`src/hdl/dm_pkg.sv`:
```
package dm_pkg;

	// ====================
	// widths and word types
	// ====================

	localparam int DMI_ADDR_WIDTH = 7;		// dmi address bits
	localparam int DMI_WIDTH = 32;			// dmi data bits
	localparam int XLEN = 32;			// hart register width
	localparam int REG_ADDR_WIDTH = 5;		// gpr index
	localparam int CSR_ADDR_WIDTH = 12;		// csr address
	localparam int CSR_CMD_WIDTH = 3;		// csr command

	typedef logic [DMI_ADDR_WIDTH-1:0] dmi_addr_t;
	typedef logic [DMI_WIDTH-1:0] dmi_word_t;
	typedef logic [CSR_CMD_WIDTH-1:0] csr_cmd_t;

	// ====================
	// dmi register map
	// ====================

	localparam dmi_addr_t ADDR_DATA0 = 7'h04;
	localparam dmi_addr_t ADDR_DMCONTROL = 7'h10;
	localparam dmi_addr_t ADDR_DMSTATUS = 7'h11;
	localparam dmi_addr_t ADDR_HARTINFO = 7'h12;
	localparam dmi_addr_t ADDR_ABSTRACTCS = 7'h16;
	localparam dmi_addr_t ADDR_COMMAND = 7'h17;
	localparam dmi_addr_t ADDR_ABSTRACTAUTO = 7'h18;
	localparam dmi_addr_t ADDR_PROGBUF0 = 7'h20;
	localparam dmi_addr_t ADDR_PROGBUF1 = 7'h21;

	// ====================
	// commands and codes
	// ====================

	localparam csr_cmd_t CSR_IDLE = 3'd0;		// no csr access
	localparam csr_cmd_t CSR_READ = 3'd4;
	localparam csr_cmd_t CSR_WRITE = 3'd5;

	localparam logic [2:0] CMDERR_NONE = 3'd0;
	localparam logic [2:0] CMDERR_NOTSUPP = 3'd2;	// unsupported access size

	localparam logic [7:0] CMD_ACCESSREG = 8'd0;	// cmdtype of access register
	localparam logic [2:0] AARSIZE_32 = 3'd2;	// only 32 bit transfers

	// ====================
	// reset and fixed values
	// ====================

	localparam dmi_word_t NOP_INSN = 32'h0000_0013;	// addi x0, x0, 0
	localparam dmi_word_t DATA0_RESET = 32'hbabe_babe;
	localparam dmi_word_t UNMAPPED_RDATA = 32'hdead_dead;
	localparam logic [3:0] DM_VERSION = 4'd2;	// debug spec 0.13
	localparam logic [4:0] PROGBUF_SIZE = 5'd2;
	localparam logic [4:0] DATA_COUNT = 5'd1;	// data0 only
	localparam dmi_word_t HARTINFO_VALUE = 32'h0001_1043;

	// ====================
	// state encodings
	// ====================

	typedef enum logic [1:0] {
		DMI_IDLE,		// wait for synced enable
		DMI_READ,		// one cycle read slot
		DMI_WRITE,		// one cycle write slot
		DMI_WAITEND		// wait for enable to drop
	} dmi_state_t;

	typedef enum logic [2:0] {
		ENG_IDLE,
		ENG_DECODE,		// look at command fields
		ENG_READ,		// capture gpr or csr value
		ENG_WRITE,		// drive gpr or csr write
		ENG_POSTEXEC,		// kick the program buffer
		ENG_ERR_NOTSUPP		// report unsupported size
	} engine_state_t;

endpackage

```
`src/hdl/abstract_cmd_engine.sv`:
```
module abstract_cmd_engine (
	input logic clk,
	input logic reset,
	input logic cmd_start,
	input dm_pkg::dmi_word_t command,
	input dm_pkg::dmi_word_t data0,
	output logic busy,
	output logic result_stb,
	output dm_pkg::dmi_word_t result_data,
	output logic err_stb,
	output logic [2:0] err_code,
	output logic regfile_wen,
	output logic [dm_pkg::REG_ADDR_WIDTH-1:0] regfile_addr,
	output dm_pkg::dmi_word_t regfile_wdata,
	input dm_pkg::dmi_word_t regfile_rdata,
	output logic [dm_pkg::CSR_ADDR_WIDTH-1:0] csr_addr,
	output dm_pkg::csr_cmd_t csr_cmd,
	output dm_pkg::dmi_word_t csr_wdata,
	input dm_pkg::dmi_word_t csr_rdata,
	output logic hart0_postexecreq
);
	import dm_pkg::*;

	engine_state_t state;
	engine_state_t state_next;
	logic [7:0] cmd_type;			// cmdtype field
	logic [2:0] aarsize;			// access size
	logic postexec;
	logic transfer;
	logic write;
	logic [15:0] regno;
	logic gpr_sel;				// regno 0x1000 range
	logic [XLEN-1:0] read_value;

	// ====================
	// command fields
	// ====================

	assign cmd_type = command[31:24];
	assign aarsize = command[22:20];
	assign postexec = command[18];
	assign transfer = command[17];
	assign write = command[16];
	assign regno = command[15:0];
	assign gpr_sel = regno[12];		// low regno space is csr

	always_ff @(posedge clk) begin
		if (reset) begin
			state <= ENG_IDLE;
		end else begin
			state <= state_next;
		end
	end

	always_comb begin
		state_next = ENG_IDLE;
		case (state)
			ENG_IDLE: begin
				state_next = cmd_start ? ENG_DECODE : ENG_IDLE;	// start ignored when busy
			end
			ENG_DECODE: begin
				if (cmd_type != CMD_ACCESSREG) begin
					state_next = ENG_IDLE;	// other command types unsupported
				end else if (!transfer) begin
					state_next = postexec ? ENG_POSTEXEC : ENG_IDLE;
				end else if (aarsize != AARSIZE_32) begin
					state_next = ENG_ERR_NOTSUPP;
				end else begin
					state_next = write ? ENG_WRITE : ENG_READ;
				end
			end
			ENG_READ, ENG_WRITE: begin
				state_next = postexec ? ENG_POSTEXEC : ENG_IDLE;
			end
			ENG_POSTEXEC: state_next = ENG_IDLE;
			ENG_ERR_NOTSUPP: state_next = ENG_IDLE;
			default: state_next = ENG_IDLE;
		endcase
	end

	// ====================
	// hart access outputs
	// ====================

	assign busy = (state != ENG_IDLE);

	assign regfile_addr = regno[4:0];		// x0..x31
	assign regfile_wdata = data0;
	assign regfile_wen = (state == ENG_WRITE) && gpr_sel;

	assign csr_addr = regno[11:0];
	assign csr_wdata = data0;

	always_comb begin
		csr_cmd = CSR_IDLE;
		if (!gpr_sel) begin
			if (state == ENG_READ) begin
				csr_cmd = CSR_READ;
			end else if (state == ENG_WRITE) begin
				csr_cmd = CSR_WRITE;
			end
		end
	end

	assign read_value = gpr_sel ? regfile_rdata : csr_rdata;	// same cycle read
	assign result_data = read_value;
	assign result_stb = (state == ENG_READ);

	assign err_stb = (state == ENG_ERR_NOTSUPP);
	assign err_code = CMDERR_NOTSUPP;

	assign hart0_postexecreq = (state == ENG_POSTEXEC);	// one cycle request

endmodule

```
`src/hdl/debug_module.sv`:
```
module debug_module (
	input logic clk,
	input logic reset,

	// ====================
	// dmi bus
	// ====================
	input logic dmi_en,
	input logic dmi_wen,
	input dm_pkg::dmi_addr_t dmi_addr,
	input dm_pkg::dmi_word_t dmi_wdata,
	output dm_pkg::dmi_word_t dmi_rdata,

	// ====================
	// register access
	// ====================
	output logic regfile_wen,
	output logic [dm_pkg::REG_ADDR_WIDTH-1:0] regfile_addr,
	output dm_pkg::dmi_word_t regfile_wdata,
	input dm_pkg::dmi_word_t regfile_rdata,
	output logic [dm_pkg::CSR_ADDR_WIDTH-1:0] csr_addr,
	output dm_pkg::csr_cmd_t csr_cmd,
	output dm_pkg::dmi_word_t csr_wdata,
	input dm_pkg::dmi_word_t csr_rdata,

	// ====================
	// run control
	// ====================
	output logic hart0_haltreq,
	output logic hart0_resumereq,
	input logic hart0_halted,
	input logic hart0_resumeack,
	output logic hart0_postexecreq,
	output dm_pkg::dmi_word_t hart0_progbuf0,
	output dm_pkg::dmi_word_t hart0_progbuf1
);
	import dm_pkg::*;

	dmi_addr_t reg_addr;			// captured dmi address
	dmi_word_t reg_wdata;
	dmi_word_t rd_data;
	logic wr_stb;
	logic cmd_start;
	dmi_word_t command;
	dmi_word_t data0;
	logic busy;
	logic result_stb;
	dmi_word_t result_data;
	logic err_stb;
	logic [2:0] err_code;

	dmi_bus_slave i_dmi_bus_slave (
		.clk(clk),
		.reset(reset),
		.dmi_en(dmi_en),
		.dmi_wen(dmi_wen),
		.dmi_addr(dmi_addr),
		.dmi_wdata(dmi_wdata),
		.dmi_rdata(dmi_rdata),
		.reg_addr(reg_addr),
		.reg_wdata(reg_wdata),
		.wr_stb(wr_stb),
		.rd_data(rd_data)
	);

	dm_registers i_dm_registers (
		.clk(clk),
		.reset(reset),
		.reg_addr(reg_addr),
		.reg_wdata(reg_wdata),
		.wr_stb(wr_stb),
		.rd_data(rd_data),
		.cmd_start(cmd_start),
		.command(command),
		.data0(data0),
		.busy(busy),
		.result_stb(result_stb),
		.result_data(result_data),
		.err_stb(err_stb),
		.err_code(err_code),
		.hart0_halted(hart0_halted),
		.hart0_resumeack(hart0_resumeack),
		.hart0_haltreq(hart0_haltreq),
		.hart0_resumereq(hart0_resumereq),
		.hart0_progbuf0(hart0_progbuf0),
		.hart0_progbuf1(hart0_progbuf1)
	);

	abstract_cmd_engine i_abstract_cmd_engine (
		.clk(clk),
		.reset(reset),
		.cmd_start(cmd_start),
		.command(command),
		.data0(data0),
		.busy(busy),
		.result_stb(result_stb),
		.result_data(result_data),
		.err_stb(err_stb),
		.err_code(err_code),
		.regfile_wen(regfile_wen),
		.regfile_addr(regfile_addr),
		.regfile_wdata(regfile_wdata),
		.regfile_rdata(regfile_rdata),
		.csr_addr(csr_addr),
		.csr_cmd(csr_cmd),
		.csr_wdata(csr_wdata),
		.csr_rdata(csr_rdata),
		.hart0_postexecreq(hart0_postexecreq)
	);

endmodule

```
`src/hdl/dm_registers.sv`:
```
module dm_registers (
	input logic clk,
	input logic reset,
	input dm_pkg::dmi_addr_t reg_addr,
	input dm_pkg::dmi_word_t reg_wdata,
	input logic wr_stb,
	output dm_pkg::dmi_word_t rd_data,
	output logic cmd_start,
	output dm_pkg::dmi_word_t command,
	output dm_pkg::dmi_word_t data0,
	input logic busy,
	input logic result_stb,
	input dm_pkg::dmi_word_t result_data,
	input logic err_stb,
	input logic [2:0] err_code,
	input logic hart0_halted,
	input logic hart0_resumeack,
	output logic hart0_haltreq,
	output logic hart0_resumereq,
	output dm_pkg::dmi_word_t hart0_progbuf0,
	output dm_pkg::dmi_word_t hart0_progbuf1
);
	import dm_pkg::*;

	logic [9:0] hartsel;			// dmcontrol hart index
	logic ndmreset;
	logic dmactive;
	logic [2:0] cmderr;
	logic anyhalted;			// sampled from the hart
	logic anyrunning;
	logic anynonexistent;
	dmi_word_t abstractauto;
	dmi_word_t dmstatus;
	dmi_word_t abstractcs;
	dmi_word_t dmcontrol_rd;
	logic autoexec;

	// ====================
	// register writes
	// ====================

	always_ff @(posedge clk) begin
		if (reset) begin
			hart0_haltreq <= 1'b0;
			hart0_resumereq <= 1'b0;
			hartsel <= '0;
			ndmreset <= 1'b0;
			dmactive <= 1'b0;
			cmderr <= CMDERR_NONE;
			anyhalted <= 1'b0;
			anyrunning <= 1'b1;
			command <= '0;
			data0 <= DATA0_RESET;
			hart0_progbuf0 <= NOP_INSN;	// progbuf starts as nops
			hart0_progbuf1 <= NOP_INSN;
			abstractauto <= '0;
		end else begin
			anyhalted <= hart0_halted;
			anyrunning <= ~hart0_halted;
			if (wr_stb) begin
				case (reg_addr)
					ADDR_DATA0: data0 <= reg_wdata;
					ADDR_DMCONTROL: begin
						hart0_haltreq <= reg_wdata[31];
						hart0_resumereq <= reg_wdata[30];
						hartsel <= reg_wdata[25:16];
						ndmreset <= reg_wdata[1];
						dmactive <= reg_wdata[0];
					end
					ADDR_ABSTRACTCS: cmderr <= CMDERR_NONE;	// write clears cmderr
					ADDR_COMMAND: command <= reg_wdata;
					ADDR_ABSTRACTAUTO: abstractauto <= reg_wdata;
					ADDR_PROGBUF0: hart0_progbuf0 <= reg_wdata;
					ADDR_PROGBUF1: hart0_progbuf1 <= reg_wdata;
					default: ;
				endcase
			end else begin
				if (result_stb) begin
					data0 <= result_data;	// abstract read result
				end
				if (err_stb) begin
					cmderr <= err_code;
				end
			end
		end
	end

	// ====================
	// command start
	// ====================

	always_comb begin
		autoexec = 1'b0;
		case (reg_addr)
			ADDR_DATA0: autoexec = abstractauto[0];
			ADDR_PROGBUF0: autoexec = abstractauto[16];
			ADDR_PROGBUF1: autoexec = abstractauto[17];
			default: autoexec = 1'b0;
		endcase
	end

	// engine sees the new command word on its decode cycle
	assign cmd_start = wr_stb && (reg_addr == ADDR_COMMAND || autoexec);

	// ====================
	// read side
	// ====================

	assign anynonexistent = |hartsel;		// only hart 0 exists

	assign dmstatus = {9'b0, 1'b1, 2'b00,		// impebreak set
		2'b00,					// no havereset
		{2{hart0_resumeack}},
		{2{anynonexistent}},
		2'b00,					// never unavailable
		{2{anyrunning}},
		{2{anyhalted}},
		1'b1, 1'b0, 1'b0, 1'b0,		// authenticated, no devtree
		DM_VERSION};

	assign abstractcs = {3'b0, PROGBUF_SIZE, 11'b0, busy, 1'b0, cmderr, 3'b0, DATA_COUNT};

	assign dmcontrol_rd = {30'b0, ndmreset, dmactive};

	always_comb begin
		case (reg_addr)
			ADDR_DATA0: rd_data = data0;
			ADDR_DMCONTROL: rd_data = dmcontrol_rd;
			ADDR_DMSTATUS: rd_data = dmstatus;
			ADDR_HARTINFO: rd_data = HARTINFO_VALUE;
			ADDR_ABSTRACTCS: rd_data = abstractcs;
			ADDR_COMMAND: rd_data = command;
			ADDR_ABSTRACTAUTO: rd_data = abstractauto;
			ADDR_PROGBUF0: rd_data = hart0_progbuf0;
			ADDR_PROGBUF1: rd_data = hart0_progbuf1;
			default: rd_data = UNMAPPED_RDATA;
		endcase
	end

endmodule

```
`src/hdl/dmi_bus_slave.sv`:
```
module dmi_bus_slave (
	input logic clk,
	input logic reset,
	input logic dmi_en,
	input logic dmi_wen,
	input dm_pkg::dmi_addr_t dmi_addr,
	input dm_pkg::dmi_word_t dmi_wdata,
	output dm_pkg::dmi_word_t dmi_rdata,
	output dm_pkg::dmi_addr_t reg_addr,
	output dm_pkg::dmi_word_t reg_wdata,
	output logic wr_stb,
	input dm_pkg::dmi_word_t rd_data
);
	import dm_pkg::*;

	logic en_sync1;				// first synchronizer flop
	logic en_sync2;				// second flop, drives the sequencer
	logic wen_r;				// captured write flag
	dmi_state_t state;
	dmi_state_t state_next;

	// ====================
	// sync and sequencer
	// ====================

	always_ff @(posedge clk) begin
		if (reset) begin
			en_sync1 <= 1'b0;
			en_sync2 <= 1'b0;
			wen_r <= 1'b0;
			state <= DMI_IDLE;
		end else begin
			en_sync1 <= dmi_en;
			en_sync2 <= en_sync1;
			state <= state_next;
			if (en_sync1 && state == DMI_IDLE) begin
				wen_r <= dmi_wen;	// host holds wen with the enable
			end
		end
	end

	// address and data are stable while the host holds dmi_en
	always_ff @(posedge clk) begin
		if (en_sync1 && state == DMI_IDLE) begin
			reg_addr <= dmi_addr;
			reg_wdata <= dmi_wdata;
		end
	end

	always_comb begin
		state_next = state;
		case (state)
			DMI_IDLE: begin
				if (en_sync2) begin
					state_next = wen_r ? DMI_WRITE : DMI_READ;
				end
			end
			DMI_READ: state_next = DMI_WAITEND;
			DMI_WRITE: state_next = DMI_WAITEND;
			DMI_WAITEND: begin
				if (!en_sync2) begin
					state_next = DMI_IDLE;	// transaction closed by host
				end
			end
			default: state_next = DMI_IDLE;
		endcase
	end

	assign wr_stb = (state == DMI_WRITE);		// single cycle per write

	// read data follows the register file every cycle
	always_ff @(posedge clk) begin
		dmi_rdata <= rd_data;
	end

endmodule

```
`config.mk`:
```
export PLATFORM = sky130hd
export DESIGN_NAME = debug_module
export DESIGN_NICKNAME = d
export VERILOG_FILES = /design/src/hdl/dm_pkg.sv /design/src/hdl/abstract_cmd_engine.sv /design/src/hdl/debug_module.sv /design/src/hdl/dm_registers.sv /design/src/hdl/dmi_bus_slave.sv
export SDC_FILE = /design/constraint.sdc
export NUM_CORES = 1
export LEC_CHECK = 0
export BUFFER_PORTS_ARGS = -buffer_cell sky130_fd_sc_hd__buf_4
export CAP_MARGIN = 20
export CORE_MARGIN = 3
export CORE_UTILIZATION = 49
export CTS_BUF_LIST = sky130_fd_sc_hd__clkbuf_4 sky130_fd_sc_hd__clkbuf_8
export CTS_CLUSTER_DIAMETER = 40
export DETAILED_ROUTE_END_ITERATION = 8
export PLACE_DENSITY = 0.75
export SYNTH_ARGS = -nofsm -noshare
export SYNTH_HDL_FRONTEND = slang
export SYNTH_SLANG_ARGS = --single-unit
```
`constraint.sdc`:
```
create_clock -name clk -period 2.25 [get_ports clk]
set_clock_uncertainty 0.1 [all_clocks]
set_input_delay 0.45 -clock clk [delete_from_list [all_inputs] [get_ports clk]]
set_output_delay 0.45 -clock clk [all_outputs]
set_load 0.02 [all_outputs]
```
==> results.txt, run 1 <==
In this run, the number of DRC markers left after iteration 0 of detailed routing was 1051. In the final layout, flip-flops and latches occupy 5520 µm². The post-synthesis simple-gate area fraction came out at 20.9%. The number of routed nets with antenna violations is 0. The vertical extent of the die is 155 µm. Along the worst path, the maximum fanout reaches 10. In this design, the largest share of critical-path delay is due to simple AND/OR/NAND/NOR gates. Global routing consumed, over all layers together, 29.7% of the routing resources.

The total number of vias came out at 10529. The data required time of the critical path is 2620 ps. The number of detailed-route iterations in the first pass came out at 6. The post-synthesis cell count came out at 1224. The worst slew slack as a fraction of its limit came out at 57.2%.

The post-CTS setup-driven buffer insertion count came out at 0. The post-detailed-route wirelength per cell came out at 20.5 µm. The number of port buffers is 291. The final cell utilization of the core is 68.4%. At the end of routability-driven placement, the weighted congestion stood at 0.886.

The number of global-route vias before repair is 10162. The number of max-slew violations in the final report is 0. The run finished with clean final reports.

The share of synthesized flip-flops with an asynchronous set or reset is 0%. For this run, the post-layout net count is 1632. The count of cells along the worst hold path came out at 2.

The detailed-route DRC error count is 0. The multiplexer fraction of the synthesized cell area came out at 4.51%. The repair_antennas step left the layout with diodes totalling 0. The number of enable-type register cells in the synthesized netlist is 39. The number of setup violations in the final report came out at 0. The setup TNS after final layout came out at 0 ps. The fraction of final layout cells sized beyond drive strength 1 came out at 30.1%. For this design, the slowest cell found on the critical path is edfxtp_1. The core box area is 21400 µm².

The count of max-cap constraint violations is 0. The number of vias per cell is 5.76. The number of warnings issued by yosys is 0. The clock network accounts for 40.6% of the total power. Among all flip-flop cells after synthesis, the most frequent one is dfxtp_1. The clock sink count came out at 256. The worst reg-to-reg setup slack came out at 80 ps.

By area, the combinational part of the netlist is dominated by simple AND/OR/NAND/NOR gates. The die area is 24100 µm². The destination of the worst hold path is i_dmi_bus_slave.en_sync1$_SDFF_PP0_. TritonCTS built the clock tree.

The leakage power total is 5.66 nW. The netlist area before placement came out at 10900 µm². Counting stages on the worst path, the most repeated cell is buf_4. The die is 155 µm wide.

The part of the power in combinational logic is 12.9%. The number of rows in the core area is 53. The worst setup path is of the reg -> reg kind. Sequential elements use 50.6% of the synthesized area. The source-to-sink clock delay at the later pin of the worst-skew pair came out at 550 ps. The peak supply drop came out at 0.734 mV. The sequential share of power came out at 46.6%. In this run the most critical hold path is launched from dmi_en. Entering global routing, the biggest net connects 61 pins.

The filler cells instantiated in the layout total 1750. The worst path arrival time came out at 2540 ps. The fraction of power spent switching nets is 26.6%. The synthesized-area fraction occupied by ao, oa, aoi and oai cells is 15.7%.

The tree is rooted in a clkbuf_8. The final wirelength is 37400 µm. The count of buffer and inverter cells on the critical path is 2. Of the total synthesized cell area, the portion taken by XOR and XNOR cells is 0%. From synthesis to final layout, the design area changed by 34.5%. The delay of the slowest cell on the worst path is 560 ps. The hold violation total from the final report was 0. The count of distinct cell types in the synthesized netlist is 53.

The clock period minus worst slack is 2170 ps. The half-perimeter wire length of the detailed placement result came out at 25600 µm. The transition time at the pin with the least slew margin is 634 ps.

The critical path goes through nor4_4 > buf_4 > and2_1 > buf_4 > a22oi_1 > nand4_1. In this run the deepest clock path goes through 3 buffers. The number of clock buffers inserted by TritonCTS came out at 43. The worst register-to-register path ends at i_dmi_bus_slave.dmi_rdata[18]$_DFF_P_. The power density over cell area is 742 nW/µm². The global-route wire length before repair came out at 56900 µm. The clock transition time at the flip-flop clock pins of the worst setup and hold paths is 60 ps. The total power came out at 10.9 mW.

STA classifies the critical path startpoint as a register. The post-synthesis adder-cell area fraction is 0.460%. The net count after synthesis came out at 1337. The residual overflow from global routing is 0.

Setup repair after global routing left no endpoint under its margin. The average size of a mapped cell came out at 8.90 µm². The kind of end point of the critical path is a register. The cell count of the worst reg-to-reg path is 6. The tightest min-delay check is of the in -> reg type. Internal power comes to 7.98 mW. Summed over all nets, the switching power comes to 2.89 mW. The clock tree synthesis step divided the H-tree into 2 levels. The starting density of the core came out at 50.8%. The synthesis-stage register bit count is 256. The initial antenna violation count came to 1. The upper clock frequency limit is 0.461 GHz.

The share of the clock period used by the worst path came out at 96.5%. The I/O pin count is 293. Summing all multi-input logic gate instances after layout gives 4580 µm². The startpoint identified for the worst register-to-register timing path is i_dmi_bus_slave.reg_addr[0]$_DFFE_PP_.
-- flip-flops by register name, summed over array words and instances, names as in the netlist, 2 cells and up --
register / flops
i_dm_registers.hartsel: 10
i_dmi_bus_slave.reg_wdata: 32
i_dmi_bus_slave.dmi_rdata: 32
i_dm_registers.hart0_progbuf0: 32
i_dm_registers.abstractauto: 32
i_dm_registers.hart0_progbuf1: 32
i_dm_registers.data0: 32
i_dm_registers.command: 32
i_dmi_bus_slave.state: 2
i_abstract_cmd_engine.state: 3
i_dmi_bus_slave.reg_addr: 7
-- cell families (layout without fill, tap and decap cells) --
family,Yosys count,in the layout
multiplexers,49,49
flip-flops,256,256
buffers and inverters,150,480
other,1,1
AO/OA/AOI/OAI,279,279
adder cells (fa/ha/maj),4,4
AND/OR/NAND/NOR,485,485
-- power by group through the flow --
| stage | combinational [mW] | clock (mW) | sequential [mW] |
|---|---|---|---|
| 3_3_place_gp | 1.28 | 0 | 5.15 |
| 4_1_cts | 1.38 | 4.46 | 5.06 |
| 5_1_grt | 1.52 | 4.68 | 5.08 |
| 2_1_floorplan | 0.709 | 0 | 5.13 |
| 3_5_place_dp | 1.32 | 0 | 5.16 |
| 6_report | 1.40 | 4.41 | 5.06 |
-- routing by layer --
layer	part of all wire [%]	GRT usage, %	vias to the layer above
li1	-	-	4828
met1	39	38.6	4989
met2	48	49.6	638
met3	11	7.34	74
met4	2.1	8.03	0
met5	0	0	-
-- per-stage QoR --
| step | setup WS, ps | cells | area (µm²) | hold slack, ps |
|---|---|---|---|---|
| after floorplan | 165 | 1224 | 10900 | 330 |
| after global placement | 157 | 1710 | 13300 | 341 |
| after detailed placement | 127 | 1710 | 13300 | 346 |
| after CTS | 33.0 | 1829 | 14600 | 5.15 |
| after global routing | 13.0 | 1829 | 14700 | 12.9 |
| final | 79.6 | 1829 | 14700 | 24.7 |
-- how the worst max path moves through the flow --
stage / cells past startpoint / from / endpoint
global route: 6 / i_dmi_bus_slave.reg_addr[0]$_DFFE_PP_ / i_dmi_bus_slave.dmi_rdata[21]$_DFF_P_
floorplan: 5 / i_dmi_bus_slave.state[0]$_SDFFE_PP0P_ / i_dmi_bus_slave.wen_r$_SDFFE_PP0P_
finish: 6 / i_dmi_bus_slave.reg_addr[0]$_DFFE_PP_ / i_dmi_bus_slave.dmi_rdata[18]$_DFF_P_
CTS: 4 / i_abstract_cmd_engine.state[2]$_SDFF_PP0_ / csr_cmd[0]
global placement: 5 / i_dmi_bus_slave.reg_addr[5]$_DFFE_PP_ / i_dmi_bus_slave.dmi_rdata[1]$_DFF_P_
detailed placement: 5 / i_dmi_bus_slave.reg_addr[0]$_DFFE_PP_ / i_dmi_bus_slave.dmi_rdata[14]$_DFF_P_
-- cells in the mapped netlist (all sizes together), types with 2 or more instances --
master | n | area [µm²]
nor2b | 4 | 25.0
and3 | 30 | 188
a22o | 9 | 78.8
a222oi | 4 | 40.0
nand4 | 21 | 131
or3 | 2 | 12.5
a21oi | 136 | 681
nand3 | 38 | 195
a22oi | 49 | 368
nand3b | 8 | 60.1
a311oi | 2 | 17.5
buf | 94 | 632
mux2i | 48 | 480
o21ai | 45 | 225
nand2 | 321 | 1200
nor4b | 4 | 80.1
clkbuf | 53 | 199
ha | 4 | 50.1
and4 | 3 | 26.3
a221o | 2 | 20.0
dfxtp | 217 | 4340
nor3b | 2 | 25.0
nor4 | 4 | 55.1
or3b | 2 | 17.5
a221oi | 3 | 26.3
nor4bb | 2 | 20.0
edfxtp | 39 | 1170
a211o | 23 | 201
nor3 | 5 | 30.0
and2 | 9 | 56.3
nand2b | 4 | 25.0
nor2 | 22 | 82.6
or4 | 2 | 15.0
inv | 3 | 11.3
-- cells in the final DEF, fill, tap and decap left out, types with 6 or more instances in the layout --
cell type / instances
edfxtp_1: 39
a211o_1: 23
a22o_1: 9
dfxtp_1: 216
buf_4: 342
nand3b_1: 8
nand4_1: 21
dlygate4sd3_1: 39
buf_12: 14
a22oi_1: 49
and3_1: 26
clkbuf_4: 24
clkbuf_8: 50
o21ai_0: 44
mux2i_1: 48
nand3_1: 32
nand3_2: 6
a21oi_1: 136
nand2_1: 321
nor2_1: 21
and2_1: 8
-- area by class of cell --
type	instances	share of cell area [%]
flip-flops and latches	256	37.7
multi-input cells	818	31.3
repair buffers	397	22.3
clock buffers	74	5.93
well taps	275	2.35
clock inverters	6	0.444
inverters	3	0.0769
-- timing repair --
action	CTS	global route
gates resized for setup	1	3
gates cloned	0	0
hold endpoints to repair	39	0
pin swaps	0	0
hold buffers	39	0
setup endpoints to repair	1	2
No activity file was read; power rests on OpenSTA's default activity.
==> run 2: changes to the inputs <==
--- a/config.mk
+++ b/config.mk
@@ -7,12 +7,14 @@
 export LEC_CHECK = 0
 export BUFFER_PORTS_ARGS = -buffer_cell sky130_fd_sc_hd__buf_4
 export CAP_MARGIN = 20
+export CORE_ASPECT_RATIO = 1.4
 export CORE_MARGIN = 3
 export CORE_UTILIZATION = 49
 export CTS_BUF_LIST = sky130_fd_sc_hd__clkbuf_4 sky130_fd_sc_hd__clkbuf_8
 export CTS_CLUSTER_DIAMETER = 40
 export DETAILED_ROUTE_END_ITERATION = 8
 export PLACE_DENSITY = 0.75
+export SKIP_LAST_GASP = 1
 export SYNTH_ARGS = -nofsm -noshare
 export SYNTH_HDL_FRONTEND = slang
 export SYNTH_SLANG_ARGS = --single-unit
==> run 2 against run 1 <==
Net effect: clock-buffer cell count fell by 10; highest routed layer unchanged; critical endpoint is now hart0_postexecreq; via count fell by 1.1%; largest power group unchanged; critical path type is now reg -> out; global-route usage rose by 0.38 points.
==> results.txt, run 2 (same netlist as run 1, synthesis figures left out) <==
The run finished with clean final reports. After clock tree synthesis, the clock-pin slew on the worst setup and hold paths is 70 ps. The number of max-slew violations in the final report came to 0.

The net count reported at finish came out at 1625. The I/O pin count came out at 293. The layout has 1798 filler cells. The initial antenna violation count came to 0. The setup TNS after final layout came out at 0 ps. By instance count, the cell type seen most on the critical path is buf_4.

Across every metal layer, demand over resource in global routing totals 30.1%. The count of buffer and inverter cells on the critical path is 2. The cell with the largest stage delay on the worst path is dfxtp_1. The clock sink count is 256.

The post-CTS setup-driven buffer insertion count is 0. The number of port buffers came out at 291. The maximum fanout along the worst path is 6. The number of detailed-route iterations in the first pass came out at 6. The peak supply drop is 0.498 mV. The worst setup path category is reg -> out. At the later pin of the worst-skew pair, clock insertion delay measures 540 ps.

The critical path goes through buf_4 > nor2_1 > and2_1 > buf_4. The cell count of the worst reg-to-reg path is 5. The worst slew slack as a fraction of its limit came out at 48.5%. The die width is 132 µm. The path class of the tightest hold or removal check is in -> reg. The number of setup violations in the final report came out at 0.

The number of levels the H-tree was split into came out at 2. For the worst setup path, the data arrival time is 1620 ps. The post-detailed-route wirelength per cell came out at 20.6 µm. For this configuration, the core starts out at a cell density of 50.6%. The maximum clock insertion buffer count came out at 3.

For this block, the routed nets add up to 37700 µm of wire. In this run the remaining antenna-violating nets after routing total 0. The delay of the slowest cell on the worst path came out at 310 ps. The number of clock buffers inserted by TritonCTS came out at 41. The core box area is 21500 µm². The setup slack of the critical path after layout came out at 83.4 ps. The first global-routing pass estimated 57500 µm of wire.

Once detailed placement completed, the half-perimeter wirelength came to 25300 µm. CTS placed an instance of clkbuf_8 at the clock tree root. The count of cells along the worst hold path is 1. The sequential cell area is 5520 µm². Summing over every cut layer, the via total after detailed routing is 10418.

The violation count after the first detailed-routing iteration came out at 1023. The kind of launch point of the worst setup path is a register. The residual overflow from global routing came out at 0. In this design, the largest share of critical-path delay is due to simple AND/OR/NAND/NOR gates. In the final layout, the multi-input gates occupy 4600 µm². The worst setup slack after placement is 149 ps. The data required time of the critical path came out at 1700 ps.

The share of the clock period used by the worst path is 96.3%. Compared with the post-synthesis result, the final layout area differs by 33.8%. The hold violation total from the final report came out at 0. The top cell types in the final layout, fill and taps aside, are buf_4, nand2_1, dfxtp_1. TritonCTS built the clock tree.

The logic depth of the worst setup path including buffers came out at 4. The fraction of final layout cells sized beyond drive strength 1 came out at 29.4%. The clock period minus worst slack came out at 2170 ps. The analysis attributes to cell leakage a power of 5.60 nW. The count of max-cap constraint violations came out at 0. The die area came out at 24100 µm². The vertical extent of the die is 182 µm. The power density over cell area is 727 nW/µm².

After detailed routing, the number of vias per cell comes to 5.69. The detailed-route DRC error count came out at 0. The number of global-route vias before repair came out at 10254. Entering global routing, the biggest net connects 63 pins. The transition time at the pin with the least slew margin is 762 ps. Leaving out fill and tap cells, the most frequent cell in the layout is buf_4. The kind of end point of the critical path is an output port. Setup repair after global routing left no endpoint under its margin.

The upper clock frequency limit is 0.462 GHz. The weighted congestion at the end of routability-driven global placement is 0.883. The number of rows in the core area is 63. The number of diodes added for antenna fixing is 0.
## run 2: worst reg2reg max path: cells and delay by family, from the launching register on
family / cells / cell delay [ps]
AO/OA/AOI/OAI: 2 / 310
buffers and inverters: 1 / 340
flip-flops: 1 / 590
AND/OR/NAND/NOR: 2 / 740
## run 2: layout make-up
cell class,instances,area share [%]
clock buffer,64,5.40
clock inverter,7,0.438
inverter,3,0.0773
multi-input combinational,818,31.6
sequential,256,37.9
tap,292,2.51
timing repair buffer,392,22.2
## run 2: layer usage
layer / GRT usage [%] / wire, µm
met3: 4.77 / 2960
met2: 53.0 / 19100
met1: 36.2 / 14000
met4: 13.2 / 1580
met5: 0 / 0
## run 2: repair_timing
item | in CTS | in global routing
gates resized for setup | 0 | 2
hold buffers | 37 | 1
endpoints found under the setup margin | 0 | 2
hold endpoints to repair | 37 | 1
## run 2: final timing paths
check	endpoint	start	slack, ps
worst max register to register	i_dmi_bus_slave.dmi_rdata[1]$_DFF_P_	i_dmi_bus_slave.reg_addr[2]$_DFFE_PP_	100
worst min register to register	i_dm_registers.abstractauto[5]$_SDFFE_PP0P_	i_dm_registers.abstractauto[5]$_SDFFE_PP0P_	360
worst min-delay path	i_dmi_bus_slave.reg_addr[0]$_DFFE_PP_	dmi_addr[0]	20
worst max-delay path	hart0_postexecreq	i_abstract_cmd_engine.state[0]$_SDFF_PP0_	80
## run 2: where the power goes
group | switching, mW | total [mW] | internal [mW]
Sequential | 0.211 | 5.06 | 4.85
Combinational | 0.806 | 1.37 | 0.564
Clock | 1.83 | 4.16 | 2.33
Total | 2.84 | 10.6 | 7.75
## run 2: through the flow
stage	instances	hold slack (ps)	area [µm²]	utilization [%]	total power, mW
3_3_place_gp	1723	341	13300	62.0	6.44
5_1_grt	1832	3.10	14600	67.7	11.0
6_report	1832	18.8	14600	67.7	10.6
4_1_cts	1831	2.50	14600	67.6	10.6
3_5_place_dp	1723	344	13300	62.0	6.46
2_1_floorplan	1224	330	10900	-	5.84
==> run 3: changes to the inputs <==
--- a/config.mk
+++ b/config.mk
@@ -5,14 +5,14 @@
 export SDC_FILE = /design/constraint.sdc
 export NUM_CORES = 1
 export LEC_CHECK = 0
-export BUFFER_PORTS_ARGS = -buffer_cell sky130_fd_sc_hd__buf_4
 export CAP_MARGIN = 20
 export CORE_ASPECT_RATIO = 1.4
 export CORE_MARGIN = 3
-export CORE_UTILIZATION = 49
+export CORE_UTILIZATION = 59
 export CTS_BUF_LIST = sky130_fd_sc_hd__clkbuf_4 sky130_fd_sc_hd__clkbuf_8
 export CTS_CLUSTER_DIAMETER = 40
 export DETAILED_ROUTE_END_ITERATION = 8
+export DONT_BUFFER_PORTS = 1
 export PLACE_DENSITY = 0.75
 export SKIP_LAST_GASP = 1
 export SYNTH_ARGS = -nofsm -noshare
==> run 3 against run 2 <==
Net effect: the run now ends with hold timing left; critical path type is now reg -> reg; routed wire length fell by 9.6%; critical path depth is 3 higher; highest routed layer unchanged; global-route usage grew 2.5 points; sequential power rose by 1%; critical endpoint is now i_dm_registers.hart0_progbuf1[25]$_SDFFE_PP0P_.
==> results.txt, run 3 (same netlist as run 1, synthesis figures left out) <==
The flow ran to the end, but the final reports show violations. The final reports fail on hold timing. The setup TNS after final layout is 0 ps. The residual overflow from global routing came out at 0. The worst setup path is captured at a register. The most numerous cell type found on the critical path is buf_4. Routability-driven placement finished with a final weighted congestion of 0.889. TritonCTS built the clock tree.

The number of routed nets with antenna violations came out at 0. The worst path arrival time came out at 2550 ps. The final-layout fill cell count is 1399. The total global-route track usage came out at 32.6%. The data required time of the critical path is 2600 ps. Setup repair after global routing could not meet its margin everywhere.

In this run the worst hold path is classified as in -> reg. The kind of launch point of the worst setup path is a register. The global-route wire length before repair came out at 51500 µm. Traced cell by cell, the critical path runs through buf_4 > nor4b_4 > buf_4 > and3_1 > buf_12 > nand2_1 > a21oi_1. The number of rows in the core area came out at 58. The vertical extent of the die came out at 167 µm. The net count reported at finish came out at 1350. The peak supply drop is 0.553 mV. The setup slack of the critical path after layout came out at 53.9 ps. Static timing analysis puts the maximum clock frequency at 0.455 GHz. Port buffering added 0 buffers. After the first detailed-routing iteration, the DRC count stood at 1128. For this run, design rule violations remaining after detail routing come to 0.

Hold repair after CTS inserted 46 buffers. The initial antenna violation count came out at 0. The number of setup violations in the final report is 0.

The number of max-slew violations in the final report came out at 0. The number of global-route vias before repair is 8993. The area overhead of the layout relative to synthesis came out at 14.3%. The core box area is 18100 µm². Clock tree synthesis inserted a total of 41 buffers.

The cell with the largest stage delay on the worst path is edfxtp_1. The power density over cell area is 854 nW/µm². The worst setup slack after placement is 59.2 ps. For the pin with the worst max-slew slack, the measured transition is 698 ps. The clock reaches the later pin of the worst-skew pair after 540 ps. The number of levels the H-tree was split into came out at 2. The number of detailed-route iterations in the first pass came out at 6. The count of max-cap constraint violations came out at 0. The clock period minus worst slack came out at 2200 ps. The die width came out at 121 µm. The post-detailed-route wirelength per cell is 22.6 µm. The half-perimeter wire length of the detailed placement result is 22300 µm. The hold violation total from the final report came out at 165. The die area came out at 20100 µm². In this run the static leakage power is 4.28 nW. The worst pin sits at a relative slew slack of 52.8%. The starting density of the core came out at 60.3%. Leaving out fill and tap cells, the most frequent cells in the layout are nand2_1, dfxtp_1, a21oi_1. The clock sink count came out at 256.

In this design, the stage delay of the slowest critical-path cell is 540 ps. The I/O pin count came out at 293. The maximum clock insertion buffer count is 3. The clock transition time at the flip-flop clock pins of the worst setup and hold paths came out at 60 ps. The share of the clock period used by the worst path came out at 97.6%.

The final wirelength came out at 34100 µm. The largest delay contributor family on the critical path is buffers and inverters. The critical path is of the reg -> reg type. Entering global routing, the biggest net connects 184 pins. The count of buffer and inverter cells on the critical path is 3. The worst hold margin is -113 ps.

The cell at the root of the clock tree is clkbuf_8. Detailed routing inserted a total of 9426 vias. The most frequent standard cell in the layout excluding fill and tap cells is nand2_1.

Of the cells placed in the final design, the portion with a size suffix greater than 1 is 13.2%. The number of diodes added for antenna fixing came out at 0. The total power is 10.6 mW.

After detailed routing, the number of vias per cell comes to 6.25. In this run the worst path has a maximum fanout of 32.
## run 3: cell types whose count changed in the layout (fill, tap and decap cells not counted), moves of 3 or more
cell / before / now
and3_1: 26 / 30
dlygate4sd3_1: 38 / 46
and3_2: 4 / 0
nand3_1: 32 / 35
clkbuf_8: 49 / 55
buf_12: 15 / 10
nand3_2: 6 / 3
buf_4: 338 / 60
## run 3: final timing paths
check                                                   endpoint  slack [ps]                                          from  cells past startpoint
setup / recovery  i_dm_registers.hart0_progbuf1[25]$_SDFFE_PP0P_          50         i_dmi_bus_slave.reg_addr[3]$_DFFE_PP_                      7
hold / removal            i_dm_registers.hartsel[7]$_SDFFE_PP0P_        -110                                         reset                      1
setup reg to reg  i_dm_registers.hart0_progbuf1[25]$_SDFFE_PP0P_          50         i_dmi_bus_slave.reg_addr[3]$_DFFE_PP_                      7
hold reg to reg     i_dm_registers.abstractauto[23]$_SDFFE_PP0P_         350  i_dm_registers.abstractauto[23]$_SDFFE_PP0P_                      2
## run 3: layout make-up
type / instances / area, µm² / share of cell area (%)
flip-flops and latches: 256 / 5520 / 44.3
clock buffers: 70 / 870 / 6.98
clock inverters: 5 / 77.6 / 0.623
well taps: 240 / 300 / 2.41
inverters: 3 / 11.3 / 0.0904
repair buffers: 117 / 1120 / 9.01
multi-input cells: 818 / 4550 / 36.6
## run 3: through the flow
| stage | cell area (µm²) | instances | util [%] | hold slack [ps] |
|---|---|---|---|---|
| finish | 12500 | 1509 | 68.9 | -113 |
| global placement | 11000 | 1384 | 60.9 | 336 |
| floorplan | 10900 | 1224 | - | 330 |
| global route | 12500 | 1509 | 68.9 | -123 |
| detailed placement | 11000 | 1384 | 60.9 | 341 |
| CTS | 12400 | 1505 | 68.7 | -123 |
## run 3: power breakdown
| part | leakage [nW] | switching, mW | total, mW | internal [mW] |
|---|---|---|---|---|
| Sequential | 2.11 | 0.277 | 5.13 | 4.85 |
| Clock | 0.501 | 1.80 | 4.46 | 2.66 |
| Combinational | 1.67 | 0.638 | 1.05 | 0.414 |
| Total | 4.28 | 2.72 | 10.6 | 7.92 |
## run 3: routing by layer
layer	routed length (µm)	track usage [%]	part of all wire (%)
met1	12300	38.8	36
met2	16800	54.9	49
met3	3300	7.51	9.7
met4	1660	16.3	4.9
met5	0	0	0
## run 3: what timing repair did
| action | 4_1_cts | 5_1_grt |
|---|---|---|
| buffers inserted | 0 | 4 |
| setup endpoints to repair | 1 | 37 |
| pin swaps | 0 | 1 |
| endpoints found under the hold margin | 222 | 175 |
| resized for setup | 1 | 3 |
| cloned | 0 | 0 |
